===== src/source/iss_pkg.sv =====
package iss_pkg;

  // Queue slots presented to issue each cycle
  localparam int unsigned ISSUE_WIDTH = 2;

  // Operand and PC width
  localparam int unsigned DATA_WIDTH = 32;

  // Return address sits past the branch and its following slot
  localparam int unsigned LINK_OFFSET = 8;

  typedef logic [DATA_WIDTH-1:0] data_t;

  // Architectural register number
  typedef logic [4:0] reg_addr_t;

  // Reorder buffer entry index
  typedef logic [3:0] rob_slot_t;

  // Execution unit the instruction is steered to
  typedef enum logic [1:0] {
    CLASS_ALU    = 2'd0,
    CLASS_LS     = 2'd1,
    CLASS_BRANCH = 2'd2,
    CLASS_JUMP   = 2'd3
  } inst_class_e;

  // Branch conditions, evaluated on A against zero or on A against B
  typedef enum logic [2:0] {
    COND_UNCOND = 3'd0,
    COND_EQ     = 3'd1,
    COND_NE     = 3'd2,
    COND_GT     = 3'd3,
    COND_GE     = 3'd4,
    COND_LT     = 3'd5,
    COND_LE     = 3'd6
  } branch_cond_e;

endpackage


===== src/source/operand_fetch.sv =====
module operand_fetch import iss_pkg::*; (
  // Which source operands each slot actually reads
  input  logic  slot_a_used   [ISSUE_WIDTH],
  input  logic  slot_b_used   [ISSUE_WIDTH],

  // ROB associative lookup results
  input  logic  rob_a_present [ISSUE_WIDTH],
  input  logic  rob_a_valid   [ISSUE_WIDTH],
  input  data_t rob_a_value   [ISSUE_WIDTH],
  input  logic  rob_b_present [ISSUE_WIDTH],
  input  logic  rob_b_valid   [ISSUE_WIDTH],
  input  data_t rob_b_value   [ISSUE_WIDTH],

  // Register file read data, A at 2i and B at 2i+1
  input  data_t rd_data       [ISSUE_WIDTH*2],

  output data_t op_a          [ISSUE_WIDTH],
  output data_t op_b          [ISSUE_WIDTH],
  output logic  ops_ready     [ISSUE_WIDTH]
);

  logic a_ready [ISSUE_WIDTH];
  logic b_ready [ISSUE_WIDTH];

  for (genvar i = 0; i < ISSUE_WIDTH; i++) begin : g_slot

    // A pending ROB entry holds the newest value of the register
    assign op_a[i] = rob_a_present[i] ? rob_a_value[i] : rd_data[2*i];
    assign op_b[i] = rob_b_present[i] ? rob_b_value[i] : rd_data[2*i+1];

    // Absent from the ROB means the register file is already current
    assign a_ready[i] = !rob_a_present[i] || rob_a_valid[i];
    assign b_ready[i] = !rob_b_present[i] || rob_b_valid[i];

    // Operands the instruction does not read never hold it back
    assign ops_ready[i] = (a_ready[i] || !slot_a_used[i]) &&
                          (b_ready[i] || !slot_b_used[i]);

  end

endmodule


===== src/source/issue_select.sv =====
module issue_select import iss_pkg::*; (
  input  logic         clock,
  input  logic         reset_n,

  // Instruction queue slots, slot 0 oldest
  input  logic         slot_valid     [ISSUE_WIDTH],
  input  inst_class_e  slot_class     [ISSUE_WIDTH],
  input  rob_slot_t    slot_rob_slot  [ISSUE_WIDTH],
  input  data_t        slot_pc        [ISSUE_WIDTH],
  input  branch_cond_e slot_cond      [ISSUE_WIDTH],
  input  data_t        slot_target    [ISSUE_WIDTH],
  input  logic         slot_rformat   [ISSUE_WIDTH],
  input  reg_addr_t    slot_dest_reg  [ISSUE_WIDTH],
  input  logic         slot_dest_used [ISSUE_WIDTH],

  // Selected operands and their readiness
  input  data_t        op_a           [ISSUE_WIDTH],
  input  data_t        op_b           [ISSUE_WIDTH],
  input  logic         ops_ready      [ISSUE_WIDTH],

  // Unit availability
  input  logic         ls_ready,
  input  logic         alu_ready,
  input  logic         branch_stall,

  output logic         slot_consumed  [ISSUE_WIDTH],

  // Load/store dispatch
  output logic         ls_valid,
  output data_t        ls_a,
  output data_t        ls_b,
  output rob_slot_t    ls_rob_slot,

  // ALU dispatch
  output logic         alu_valid,
  output data_t        alu_a,
  output data_t        alu_b,
  output rob_slot_t    alu_rob_slot,

  // Branch unit request, same cycle
  output logic         br_issue,
  output inst_class_e  br_class,
  output branch_cond_e br_cond,
  output data_t        br_pc,
  output data_t        br_target,
  output logic         br_rformat,
  output data_t        br_a,
  output data_t        br_b,
  output rob_slot_t    br_rob_slot,
  output reg_addr_t    br_dest_reg,
  output logic         br_dest_used
);

  logic      ls_take;
  data_t     ls_a_next;
  data_t     ls_b_next;
  rob_slot_t ls_rob_slot_next;

  logic      alu_take;
  data_t     alu_a_next;
  data_t     alu_b_next;
  rob_slot_t alu_rob_slot_next;

  // In-order scan, the first slot that cannot go stops all younger ones
  always_comb begin
    logic blocked;

    blocked           = 1'b0;

    ls_take           = 1'b0;
    ls_a_next         = op_a[0];
    ls_b_next         = op_b[0];
    ls_rob_slot_next  = slot_rob_slot[0];

    alu_take          = 1'b0;
    alu_a_next        = op_a[0];
    alu_b_next        = op_b[0];
    alu_rob_slot_next = slot_rob_slot[0];

    br_issue          = 1'b0;
    br_class          = slot_class[0];
    br_cond           = slot_cond[0];
    br_pc             = slot_pc[0];
    br_target         = slot_target[0];
    br_rformat        = slot_rformat[0];
    br_a              = op_a[0];
    br_b              = op_b[0];
    br_rob_slot       = slot_rob_slot[0];
    br_dest_reg       = slot_dest_reg[0];
    br_dest_used      = slot_dest_used[0];

    for (int i = 0; i < ISSUE_WIDTH; i++) begin
      slot_consumed[i] = 1'b0;

      if (!blocked && slot_valid[i] && ops_ready[i]) begin
        case (slot_class[i])
          CLASS_BRANCH, CLASS_JUMP: begin
            // One branch per cycle, and only while fetch can take a redirect
            if (!br_issue && !branch_stall) begin
              slot_consumed[i] = 1'b1;
              br_issue         = 1'b1;
              br_class         = slot_class[i];
              br_cond          = slot_cond[i];
              br_pc            = slot_pc[i];
              br_target        = slot_target[i];
              br_rformat       = slot_rformat[i];
              br_a             = op_a[i];
              br_b             = op_b[i];
              br_rob_slot      = slot_rob_slot[i];
              br_dest_reg      = slot_dest_reg[i];
              br_dest_used     = slot_dest_used[i];
            end
          end
          CLASS_LS: begin
            if (!ls_take && ls_ready) begin
              slot_consumed[i] = 1'b1;
              ls_take          = 1'b1;
              ls_a_next        = op_a[i];
              ls_b_next        = op_b[i];
              ls_rob_slot_next = slot_rob_slot[i];
            end
          end
          default: begin
            if (!alu_take && alu_ready) begin
              slot_consumed[i]  = 1'b1;
              alu_take          = 1'b1;
              alu_a_next        = op_a[i];
              alu_b_next        = op_b[i];
              alu_rob_slot_next = slot_rob_slot[i];
            end
          end
        endcase
      end

      if (!slot_consumed[i]) begin
        blocked = 1'b1;
      end
    end
  end

  always_ff @(posedge clock or negedge reset_n) begin
    if (!reset_n) begin
      ls_valid  <= 1'b0;
      alu_valid <= 1'b0;
    end else begin
      ls_valid  <= ls_take;
      alu_valid <= alu_take;
    end
  end

  // Dispatch payload, only meaningful alongside its valid
  always_ff @(posedge clock) begin
    if (ls_take) begin
      ls_a        <= ls_a_next;
      ls_b        <= ls_b_next;
      ls_rob_slot <= ls_rob_slot_next;
    end
    if (alu_take) begin
      alu_a        <= alu_a_next;
      alu_b        <= alu_b_next;
      alu_rob_slot <= alu_rob_slot_next;
    end
  end

endmodule


===== src/source/branch_resolve.sv =====
module branch_resolve import iss_pkg::*; (
  input  logic         clock,
  input  logic         reset_n,

  // Branch or jump picked by issue this cycle
  input  logic         br_issue,
  input  inst_class_e  br_class,
  input  branch_cond_e br_cond,
  input  data_t        br_pc,
  input  data_t        br_target,
  input  logic         br_rformat,
  input  data_t        br_a,
  input  data_t        br_b,
  input  rob_slot_t    br_rob_slot,
  input  reg_addr_t    br_dest_reg,
  input  logic         br_dest_used,

  // Redirect toward fetch
  output data_t        new_pc,
  output logic         new_pc_valid,

  // Link register write into the ROB
  output logic         wr_valid,
  output rob_slot_t    wr_slot,
  output data_t        wr_data,
  output reg_addr_t    wr_dest_reg,
  output logic         wr_dest_used
);

  logic a_eq_b;
  logic a_eqz;
  logic a_gez;
  logic a_gtz;
  logic cond_ok;
  logic taken;

  // A is compared as a signed value against zero
  assign a_eq_b = (br_a == br_b);
  assign a_eqz  = (br_a == '0);
  assign a_gez  = !br_a[DATA_WIDTH-1];
  assign a_gtz  = a_gez && !a_eqz;

  always_comb begin
    case (br_cond)
      COND_UNCOND: cond_ok = 1'b1;
      COND_EQ:     cond_ok = a_eq_b;
      COND_NE:     cond_ok = !a_eq_b;
      COND_GT:     cond_ok = a_gtz;
      COND_GE:     cond_ok = a_gez;
      COND_LT:     cond_ok = !a_gez;
      COND_LE:     cond_ok = !a_gtz;
      default:     cond_ok = 1'b0;
    endcase
  end

  // Jumps always redirect, branches only when the condition holds
  assign taken = (br_class == CLASS_JUMP) || ((br_class == CLASS_BRANCH) && cond_ok);

  always_ff @(posedge clock or negedge reset_n) begin
    if (!reset_n) begin
      new_pc_valid <= 1'b0;
      wr_valid     <= 1'b0;
    end else begin
      new_pc_valid <= br_issue && taken;
      wr_valid     <= br_issue;
    end
  end

  always_ff @(posedge clock) begin
    if (br_issue) begin
      // Register-format jumps take their target from operand A
      new_pc       <= br_rformat ? br_a : br_target;
      wr_slot      <= br_rob_slot;
      wr_data      <= br_pc + data_t'(LINK_OFFSET);
      wr_dest_reg  <= br_dest_reg;
      wr_dest_used <= br_dest_used;
    end
  end

endmodule


===== src/source/iss_top.sv =====
module iss_top import iss_pkg::*; (
  input  logic         clock,
  input  logic         reset_n,

  // Instruction queue
  input  logic         slot_valid     [ISSUE_WIDTH],
  input  inst_class_e  slot_class     [ISSUE_WIDTH],
  input  reg_addr_t    slot_a_reg     [ISSUE_WIDTH],
  input  logic         slot_a_used    [ISSUE_WIDTH],
  input  reg_addr_t    slot_b_reg     [ISSUE_WIDTH],
  input  logic         slot_b_used    [ISSUE_WIDTH],
  input  rob_slot_t    slot_rob_slot  [ISSUE_WIDTH],
  input  data_t        slot_pc        [ISSUE_WIDTH],
  input  branch_cond_e slot_cond      [ISSUE_WIDTH],
  input  data_t        slot_target    [ISSUE_WIDTH],
  input  logic         slot_rformat   [ISSUE_WIDTH],
  input  reg_addr_t    slot_dest_reg  [ISSUE_WIDTH],
  input  logic         slot_dest_used [ISSUE_WIDTH],
  output logic         slot_consumed  [ISSUE_WIDTH],

  // ROB lookup
  input  logic         rob_a_present  [ISSUE_WIDTH],
  input  logic         rob_a_valid    [ISSUE_WIDTH],
  input  data_t        rob_a_value    [ISSUE_WIDTH],
  input  logic         rob_b_present  [ISSUE_WIDTH],
  input  logic         rob_b_valid    [ISSUE_WIDTH],
  input  data_t        rob_b_value    [ISSUE_WIDTH],

  // Register file read ports
  output reg_addr_t    rd_addr        [ISSUE_WIDTH*2],
  input  data_t        rd_data        [ISSUE_WIDTH*2],

  // Load/store unit
  output logic         ls_valid,
  output data_t        ls_a,
  output data_t        ls_b,
  output rob_slot_t    ls_rob_slot,
  input  logic         ls_ready,

  // ALU
  output logic         alu_valid,
  output data_t        alu_a,
  output data_t        alu_b,
  output rob_slot_t    alu_rob_slot,
  input  logic         alu_ready,

  // Fetch redirect and link write
  input  logic         branch_stall,
  output data_t        new_pc,
  output logic         new_pc_valid,
  output logic         wr_valid,
  output rob_slot_t    wr_slot,
  output data_t        wr_data,
  output reg_addr_t    wr_dest_reg,
  output logic         wr_dest_used
);

  data_t        op_a      [ISSUE_WIDTH];
  data_t        op_b      [ISSUE_WIDTH];
  logic         ops_ready [ISSUE_WIDTH];

  logic         br_issue;
  inst_class_e  br_class;
  branch_cond_e br_cond;
  data_t        br_pc;
  data_t        br_target;
  logic         br_rformat;
  data_t        br_a;
  data_t        br_b;
  rob_slot_t    br_rob_slot;
  reg_addr_t    br_dest_reg;
  logic         br_dest_used;

  // Two read ports per slot
  for (genvar i = 0; i < ISSUE_WIDTH; i++) begin : g_rd_addr
    assign rd_addr[2*i]   = slot_a_reg[i];
    assign rd_addr[2*i+1] = slot_b_reg[i];
  end

  operand_fetch u_operand_fetch (
    .slot_a_used   (slot_a_used),
    .slot_b_used   (slot_b_used),
    .rob_a_present (rob_a_present),
    .rob_a_valid   (rob_a_valid),
    .rob_a_value   (rob_a_value),
    .rob_b_present (rob_b_present),
    .rob_b_valid   (rob_b_valid),
    .rob_b_value   (rob_b_value),
    .rd_data       (rd_data),
    .op_a          (op_a),
    .op_b          (op_b),
    .ops_ready     (ops_ready)
  );

  issue_select u_issue_select (
    .clock          (clock),
    .reset_n        (reset_n),
    .slot_valid     (slot_valid),
    .slot_class     (slot_class),
    .slot_rob_slot  (slot_rob_slot),
    .slot_pc        (slot_pc),
    .slot_cond      (slot_cond),
    .slot_target    (slot_target),
    .slot_rformat   (slot_rformat),
    .slot_dest_reg  (slot_dest_reg),
    .slot_dest_used (slot_dest_used),
    .op_a           (op_a),
    .op_b           (op_b),
    .ops_ready      (ops_ready),
    .ls_ready       (ls_ready),
    .alu_ready      (alu_ready),
    .branch_stall   (branch_stall),
    .slot_consumed  (slot_consumed),
    .ls_valid       (ls_valid),
    .ls_a           (ls_a),
    .ls_b           (ls_b),
    .ls_rob_slot    (ls_rob_slot),
    .alu_valid      (alu_valid),
    .alu_a          (alu_a),
    .alu_b          (alu_b),
    .alu_rob_slot   (alu_rob_slot),
    .br_issue       (br_issue),
    .br_class       (br_class),
    .br_cond        (br_cond),
    .br_pc          (br_pc),
    .br_target      (br_target),
    .br_rformat     (br_rformat),
    .br_a           (br_a),
    .br_b           (br_b),
    .br_rob_slot    (br_rob_slot),
    .br_dest_reg    (br_dest_reg),
    .br_dest_used   (br_dest_used)
  );

  branch_resolve u_branch_resolve (
    .clock        (clock),
    .reset_n      (reset_n),
    .br_issue     (br_issue),
    .br_class     (br_class),
    .br_cond      (br_cond),
    .br_pc        (br_pc),
    .br_target    (br_target),
    .br_rformat   (br_rformat),
    .br_a         (br_a),
    .br_b         (br_b),
    .br_rob_slot  (br_rob_slot),
    .br_dest_reg  (br_dest_reg),
    .br_dest_used (br_dest_used),
    .new_pc       (new_pc),
    .new_pc_valid (new_pc_valid),
    .wr_valid     (wr_valid),
    .wr_slot      (wr_slot),
    .wr_data      (wr_data),
    .wr_dest_reg  (wr_dest_reg),
    .wr_dest_used (wr_dest_used)
  );

endmodule


===== config.mk =====
export PLATFORM = sky130hd
export DESIGN_NAME = iss_top
export DESIGN_NICKNAME = d
export VERILOG_FILES = /design/src/source/iss_pkg.sv /design/src/source/operand_fetch.sv /design/src/source/issue_select.sv /design/src/source/branch_resolve.sv /design/src/source/iss_top.sv
export SDC_FILE = /design/constraint.sdc
export NUM_CORES = 1
export LEC_CHECK = 0
export BUFFER_PORTS_ARGS = -buffer_cell sky130_fd_sc_hd__buf_4
export CAP_MARGIN = 20
export CORE_AREA = 2 2 269 271
export DETAILED_ROUTE_END_ITERATION = 8
export DIE_AREA = 0 0 271 273
export PLACE_DENSITY = 0.46
export REMOVE_ABC_BUFFERS = 1
export SKIP_CTS_REPAIR_TIMING = 1
export SYNTH_ARGS = -nofsm -noshare
export SYNTH_HDL_FRONTEND = slang
export SYNTH_SLANG_ARGS = --single-unit
export TNS_END_PERCENT = 10

===== constraint.sdc =====
create_clock -name clock -period 6.6 [get_ports clock]
set_clock_uncertainty 0.05 [all_clocks]
set_input_delay 1.32 -clock clock [delete_from_list [all_inputs] [get_ports clock]]
set_output_delay 1.32 -clock clock [all_outputs]
set_load 0.005 [all_outputs]

==> results of run 1 <==
## cells in the mapped netlist (3+ instances only)
cell type / n / area [um^2]
mux2_1: 4 / 45.0
xnor2_1: 52 / 455
nor3_1: 17 / 85.1
xor2_1: 49 / 429
buf_6: 4 / 45.0
mux2i_1: 276 / 2760
dfrtp_1: 4 / 100
nand4_1: 20 / 125
buf_2: 34 / 170
a22oi_1: 5 / 37.5
a21oi_1: 38 / 190
o211ai_1: 32 / 240
nor2_1: 50 / 188
nand2b_1: 3 / 18.8
clkbuf_1: 18 / 67.6
nor2b_1: 4 / 25.0
o21ai_0: 50 / 250
and3_1: 13 / 81.3
nor4_1: 34 / 213
edfxtp_1: 210 / 6310
nand2_1: 110 / 413
nand3b_1: 8 / 60.1
mux2_2: 7 / 78.8
buf_4: 25 / 188
inv_1: 6 / 22.5
or4_1: 6 / 45.0
nor3b_1: 4 / 30.0
nand3_1: 16 / 80.1
## layout make-up
class,instances,area [um^2]
inverters,6,25.0
clock buffers,36,759
well taps,950,1190
fillers,7535,51100
clock inverters,12,133
diodes,2,5.00
multi-input cells,833,6230
flip-flops and latches,214,6410
repair buffers,683,5160
## how the worst max path moves through the flow
stage	startpoint	to
CTS	rob_a_present[1]	u_branch_resolve.new_pc_valid$_DFF_PN0_
global route	rob_a_present[1]	u_branch_resolve.new_pc_valid$_DFF_PN0_
global placement	rob_a_present[1]	u_branch_resolve.new_pc_valid$_DFF_PN0_
finish	rob_a_present[1]	slot_consumed[0]
floorplan	slot_class[2]	u_branch_resolve.new_pc[0]$_DFFE_PP_
detailed placement	rob_a_present[1]	u_branch_resolve.new_pc_valid$_DFF_PN0_
## power breakdown
part | switching (mW) | leakage (nW) | internal [mW]
clock network | 0.626 | 0.439 | 0.916
logic | 0.448 | 6.65 | 0.391
registers | 0.0207 | 1.97 | 1.57
## per-stage QoR
stage	instances	util
after floorplan	1053	-
after global placement	2685	0.268
after detailed placement	2686	0.268
after CTS	2734	0.280
after global routing	2735	0.280
final	2736	0.280
## logic make-up (layout without fill, tap and decap cells)
group / Yosys count / count (layout) / share of synthesized area
xor gates and xnor gates: 101 / 101 / 0.0676
muxes: 289 / 289 / 0.223
buffers and inverters: 88 / 737 / 0.0379
DFF: 214 / 214 / 0.489
adders and majority gates: 1 / 1 / 0.000956
AOI/OAI and AO/OA: 143 / 143 / 0.0666
other: 0 / 2 / 0
and+or+nand+nor: 299 / 299 / 0.114
## critical path, delay by kind of cell
kind / cells / cell delay (ns)
simple gates: 6 / 1.61
buf+inv: 2 / 0.45
## metal layers
layer,share of wire,wire length (um)
met2,0.50,37200
met5,0.00014,10
met1,0.42,31300
met4,0.015,1100
met3,0.058,4310
==> summary.txt, run 1 <==
GRT
  – Met3 Track Usage GR: 0.0333
  – Vias in the first global route: roughly 13000
  – Largest net degree at the start of global routing: 59
  – First-pass GRT wire length: around 100000 um
  – Antenna violations before repair: 5
  – Gr ovfl total: 0
  – GRT Total Usage: 0.190
  – Grt met1 use: 0.240
  – Met2 GRT Util: 0.341
  – Busiest grt layer: met2

STA
  – Tmin final: 4.77 ns
  – Final hold violation count: 0
  – Final setup violation count: 0
  – Period utilization: 0.723
  – Unrepaired setup endpoints after global routing: false
  – Worst setup margin: 1.83 ns
  – Slew Viols, Final: 0
  – Fmax: between 200 and 250 MHz
  – Slew @ Worst Pin: about 1.0 ns
  – Setup TNS Final: 0 ns
  – WHS: slightly above 0.5 ns
  – Max transition margin: 0.288

Floorplan
  – DIE HEIGHT: 273 um
  – Die width: between 200 and 300 um
  – Initial Util: 0.184
  – # IOs: just under 700
  – Core ar.: around 71000 um^2
  – # rows: roughly 100
  – Die Footprint: between 70000 and 80000 um^2

Synth
  – Top_reg_cell synth: edfxtp_1
  – Async SR Flop Fraction: 0.0187
  – Register bit count reported by yosys: approximately 210
  – Number of synthesized flops with an enable pin: 210
  – Post-synthesis sequential area ratio: 0.489
  – Cells after synthesis: 1135
  – Syn avg cell area: around 12 um^2
  – Post-synth cell types: 53
  – Warnings, synthesis: 0
  – Synthesized cell area: approximately 13000 um^2

Critical path
  – Slowest stage delay, CP: between 0.6 and 0.7 ns
  – Worst-path fanout max: 33
  – Worst path slowest cell: nor4_1
  – Crit. End Element: primary output
  – Crit-path cells: buf_4, nand3b_1, nand4_2, nor4_1, and2_1, nand3b_1, nand2_1, buf_4
  – CP required: between 5 and 6 ns
  – CP startpoint kind: input port
  – Critical path class: input port to primary output
  – Crit path DAT: 3.40 ns

Route
  – DR DRC count: 0
  – Via count: around 12000
  – Wirelength, routed: around 74000 um
  – DR pass1 iterations: 5
  – Initial DRC count: approximately 700
  – Routed wire per std cell: approximately 27 um
  – Routed Antenna Nets: 0
  – Via density: between 4 and 5

Power and ir drop
  – Power per cell area: approximately 200 nW/um^2
  – Leakage: ~9.1 nW
  – Power, Total: approximately 4.0 mW
  – VDD IR-drop max: about 0.095 mV

Place
  – Final GP Congestion: about 0.93
  – Final HPWL DP: between 50000 and 60000 um
  – Placed cell areas: 19000 um^2
  – Place WS: about 1.2 ns
  – IO buf count: 650

Final layout
  – Most frequent cells in the layout: 679 x buf_4, 275 x mux2i_1, 210 x edfxtp_1
  – Area added between synthesis and finish: 52.1%
  – Final net count: about 2200
  – Commonest non-fill, non-tap cell in the layout: buf_4
  – Post-route cell area: 19900 um^2
  – Share of cells above drive strength 1: 0.419

Clock tree
  – Sink Count: about 210
  – CTS tree: yes
  – CTS H-tree lvls: 1
  – CTS root buf: clkbuf_16
  – Num CTS Buffers: 27
  – Clock Path Buffers: 3
  – Clock Pin Slew Worst Setup and Hold Paths: roughly 0.06 ns

Min path
  – Min-Delay Path Class: input port to async pin

Job
  – Total of max-cap violations: 0

Status
  – Outcome: finished, final reports clean
Power figures use the tool's default switching activity.
==> run 2, diff against run 1 <==
CORE_AREA = 2 2 271 273   (was 2 2 269 271)
DIE_AREA = 0 0 273 275   (was 0 0 271 273)
clock period = 4.2 ns   (was 6.6 ns; I/O delays follow)
==> run 2 against run 1 <==
Non-clock buffer count increased by 45. Wire length increased by 0.10%. Global-route usage fell by 0.34 points.
==> summary.txt, run 2 (synthesized netlist as in run 1, its figures left out) <==
GRT
  – GRT Total Usage: 0.187
  – Gr ovfl total: 0
  – Vias in the first global route: roughly 13000
  – First-pass GRT wire length: 99100 um
  – Antenna violations before repair: 3
  – Largest net degree at the start of global routing: roughly 110

Power and ir drop
  – Leakage: 9.33 nW
  – Comb pwr share: 0.218
  – Power per cell area: 309 nW/um^2
  – Cell-internal power: roughly 4.5 mW
  – Clock power frac: 0.384
  – Sw frac: 0.288
  – Power, Total: about 6.3 mW
  – VDD IR-drop max: between 0.2 and 0.3 mV
  – Flop pwr share: 0.398
  – Total net switching power: around 1.8 mW

Job
  – Total of max-cap violations: 0

Floorplan
  – Die Footprint: roughly 75000 um^2
  – DIE HEIGHT: between 200 and 300 um
  – # IOs: roughly 690
  – Initial Util: 0.181
  – # rows: around 100
  – Die width: 273 um
  – Core ar.: between 70000 and 80000 um^2

Status
  – Outcome: finished, final reports clean

Route
  – Initial DRC count: 779
  – DR WL met2: about 37000 um
  – DR DRC count: 0
  – DR pass1 iterations: 5
  – Routed Antenna Nets: 0
  – Wirelength, routed: 74000 um
  – Routed wire per std cell: about 27 um
  – Met3 wire length: ~4600 um
  – Via count: 12400
  – M1 WL: roughly 31000 um
  – Top Metal Used: met4
  – Via density: 4.43

Place
  – Final GP Congestion: between 0.8 and 0.9
  – IO buf count: 650
  – Placed cell areas: 19500 um^2
  – Final HPWL DP: ~59000 um

Min path
  – Min-Delay Path Class: input port to register
  – HP Start: slot_dest_reg[3]
  – Hold path depth: 3
  – Hold Path End: u_branch_resolve.wr_dest_reg[3]$_DFFE_PP_

Critical path
  – CP startpoint kind: input port
  – Critical path class: input port to primary output
  – Worst-path fanout max: 9
  – CP required: roughly 3.3 ns
  – Crit path DAT: 2.80 ns
  – Crit. End Element: primary output

Final layout
  – Post-route cell area: 20400 um^2
  – Fillers: approximately 7700
  – Share of cells above drive strength 1: 0.433
  – Area added between synthesis and finish: 55.7%
  – Most frequent cells in the layout: 714 x buf_4, 275 x mux2i_1, 210 x edfxtp_1
  – Commonest non-fill, non-tap cell in the layout: buf_4
  – Final net count: 2269

STA
  – Slew Viols, Final: 0
  – Slew @ Worst Pin: 0.818 ns
  – Final setup violation count: 0
  – Unrepaired setup endpoints after global routing: false
  – Period utilization: 0.879
  – Final hold violation count: 0
  – Fmax: 271 MHz
  – Max transition margin: 0.439
  – Tmin final: 3.69 ns

Clock tree
  – CTS H-tree lvls: 1
  – CTS tree: yes
  – Clock Pin Slew Worst Setup and Hold Paths: around 0.060 ns
  – Num CTS Buffers: 30
  – Clock Path Buffers: 3
  – CTS root buf: clkbuf_16
  – Sink Count: ~210
==> run 2: cell count changes in the layout (fill, tap and decap cells not counted), sizes merged, moves of 2 or more <==
cell / delta
clkbuf: -2
buf: +44
clkinvlp: +3
bufinv: -2
==> run 2: worst max-delay path by stage <==
stage / from / end / slack (ns) / depth (start not counted)
after floorplan: slot_class[2] / u_branch_resolve.new_pc[0]$_DFFE_PP_ / -2.10 / 7
after global placement: rob_a_present[1] / u_branch_resolve.new_pc_valid$_DFF_PN0_ / 0.24 / 10
after detailed placement: rob_a_present[1] / u_branch_resolve.new_pc_valid$_DFF_PN0_ / 0.25 / 10
after CTS: rob_b_present[1] / slot_consumed[0] / 0.54 / 9
after global routing: rob_b_present[1] / slot_consumed[0] / 0.46 / 9
final: rob_b_present[1] / slot_consumed[0] / 0.51 / 9
==> run 2: final cells by class <==
class	count	area [um^2]	share of cell area
Antenna cell	3	7.51	0.000368
Clock buffer	34	766	0.0376
Clock inverter	15	118	0.00577
Inverter	6	25.0	0.00123
Multi-Input combinational cell	833	6230	0.306
Sequential cell	214	6410	0.314
Tap cell	959	1200	0.0589
Timing Repair Buffer	728	5630	0.276
==> run 2: worst max-delay path: stages <==
cell	delay (ns)
buf_4	0.19
nand3b_1	0.15
nand4_2	0.29
nor4_1	0.52
buf_4	0.22
and2_1	0.17
nand3b_1	0.17
nand2_1	0.10
buf_4	0.12
==> run 2: routing by layer <==
| metal | vias up | track usage |
|---|---|---|
| met1 | 6047 | 0.231 |
| met2 | 575 | 0.330 |
| met4 | 0 | 0.0558 |
| li1 | 5625 | - |
| met3 | 111 | 0.0333 |
| met5 | - | 0 |
==> run 2: metrics by stage <==
| step | setup TNS [ns] | hold slack, ns | setup WS (ns) | instances | util |
|---|---|---|---|---|---|
| 6_report | 0 | 0.460 | 0.508 | 2792 | 0.282 |
| 3_3_place_gp | 0 | 0.595 | 0.235 | 2739 | 0.269 |
| 5_1_grt | 0 | 0.445 | 0.462 | 2791 | 0.282 |
| 4_1_cts | 0 | -0.0493 | 0.540 | 2788 | 0.282 |
| 3_5_place_dp | 0 | 0.594 | 0.250 | 2739 | 0.269 |
| 2_1_floorplan | -190.28 | 0.494 | -2.10 | 1053 | - |
==> run 2: power by group through the flow <==
stage / logic, mW / registers [mW] / clock network, mW
2_1_floorplan: 0.439 / 2.56 / 0
3_3_place_gp: 1.38 / 2.55 / 0
3_5_place_dp: 1.39 / 2.55 / 0
4_1_cts: 1.39 / 2.51 / 2.49
5_1_grt: 1.47 / 2.52 / 2.57
6_report: 1.37 / 2.51 / 2.42
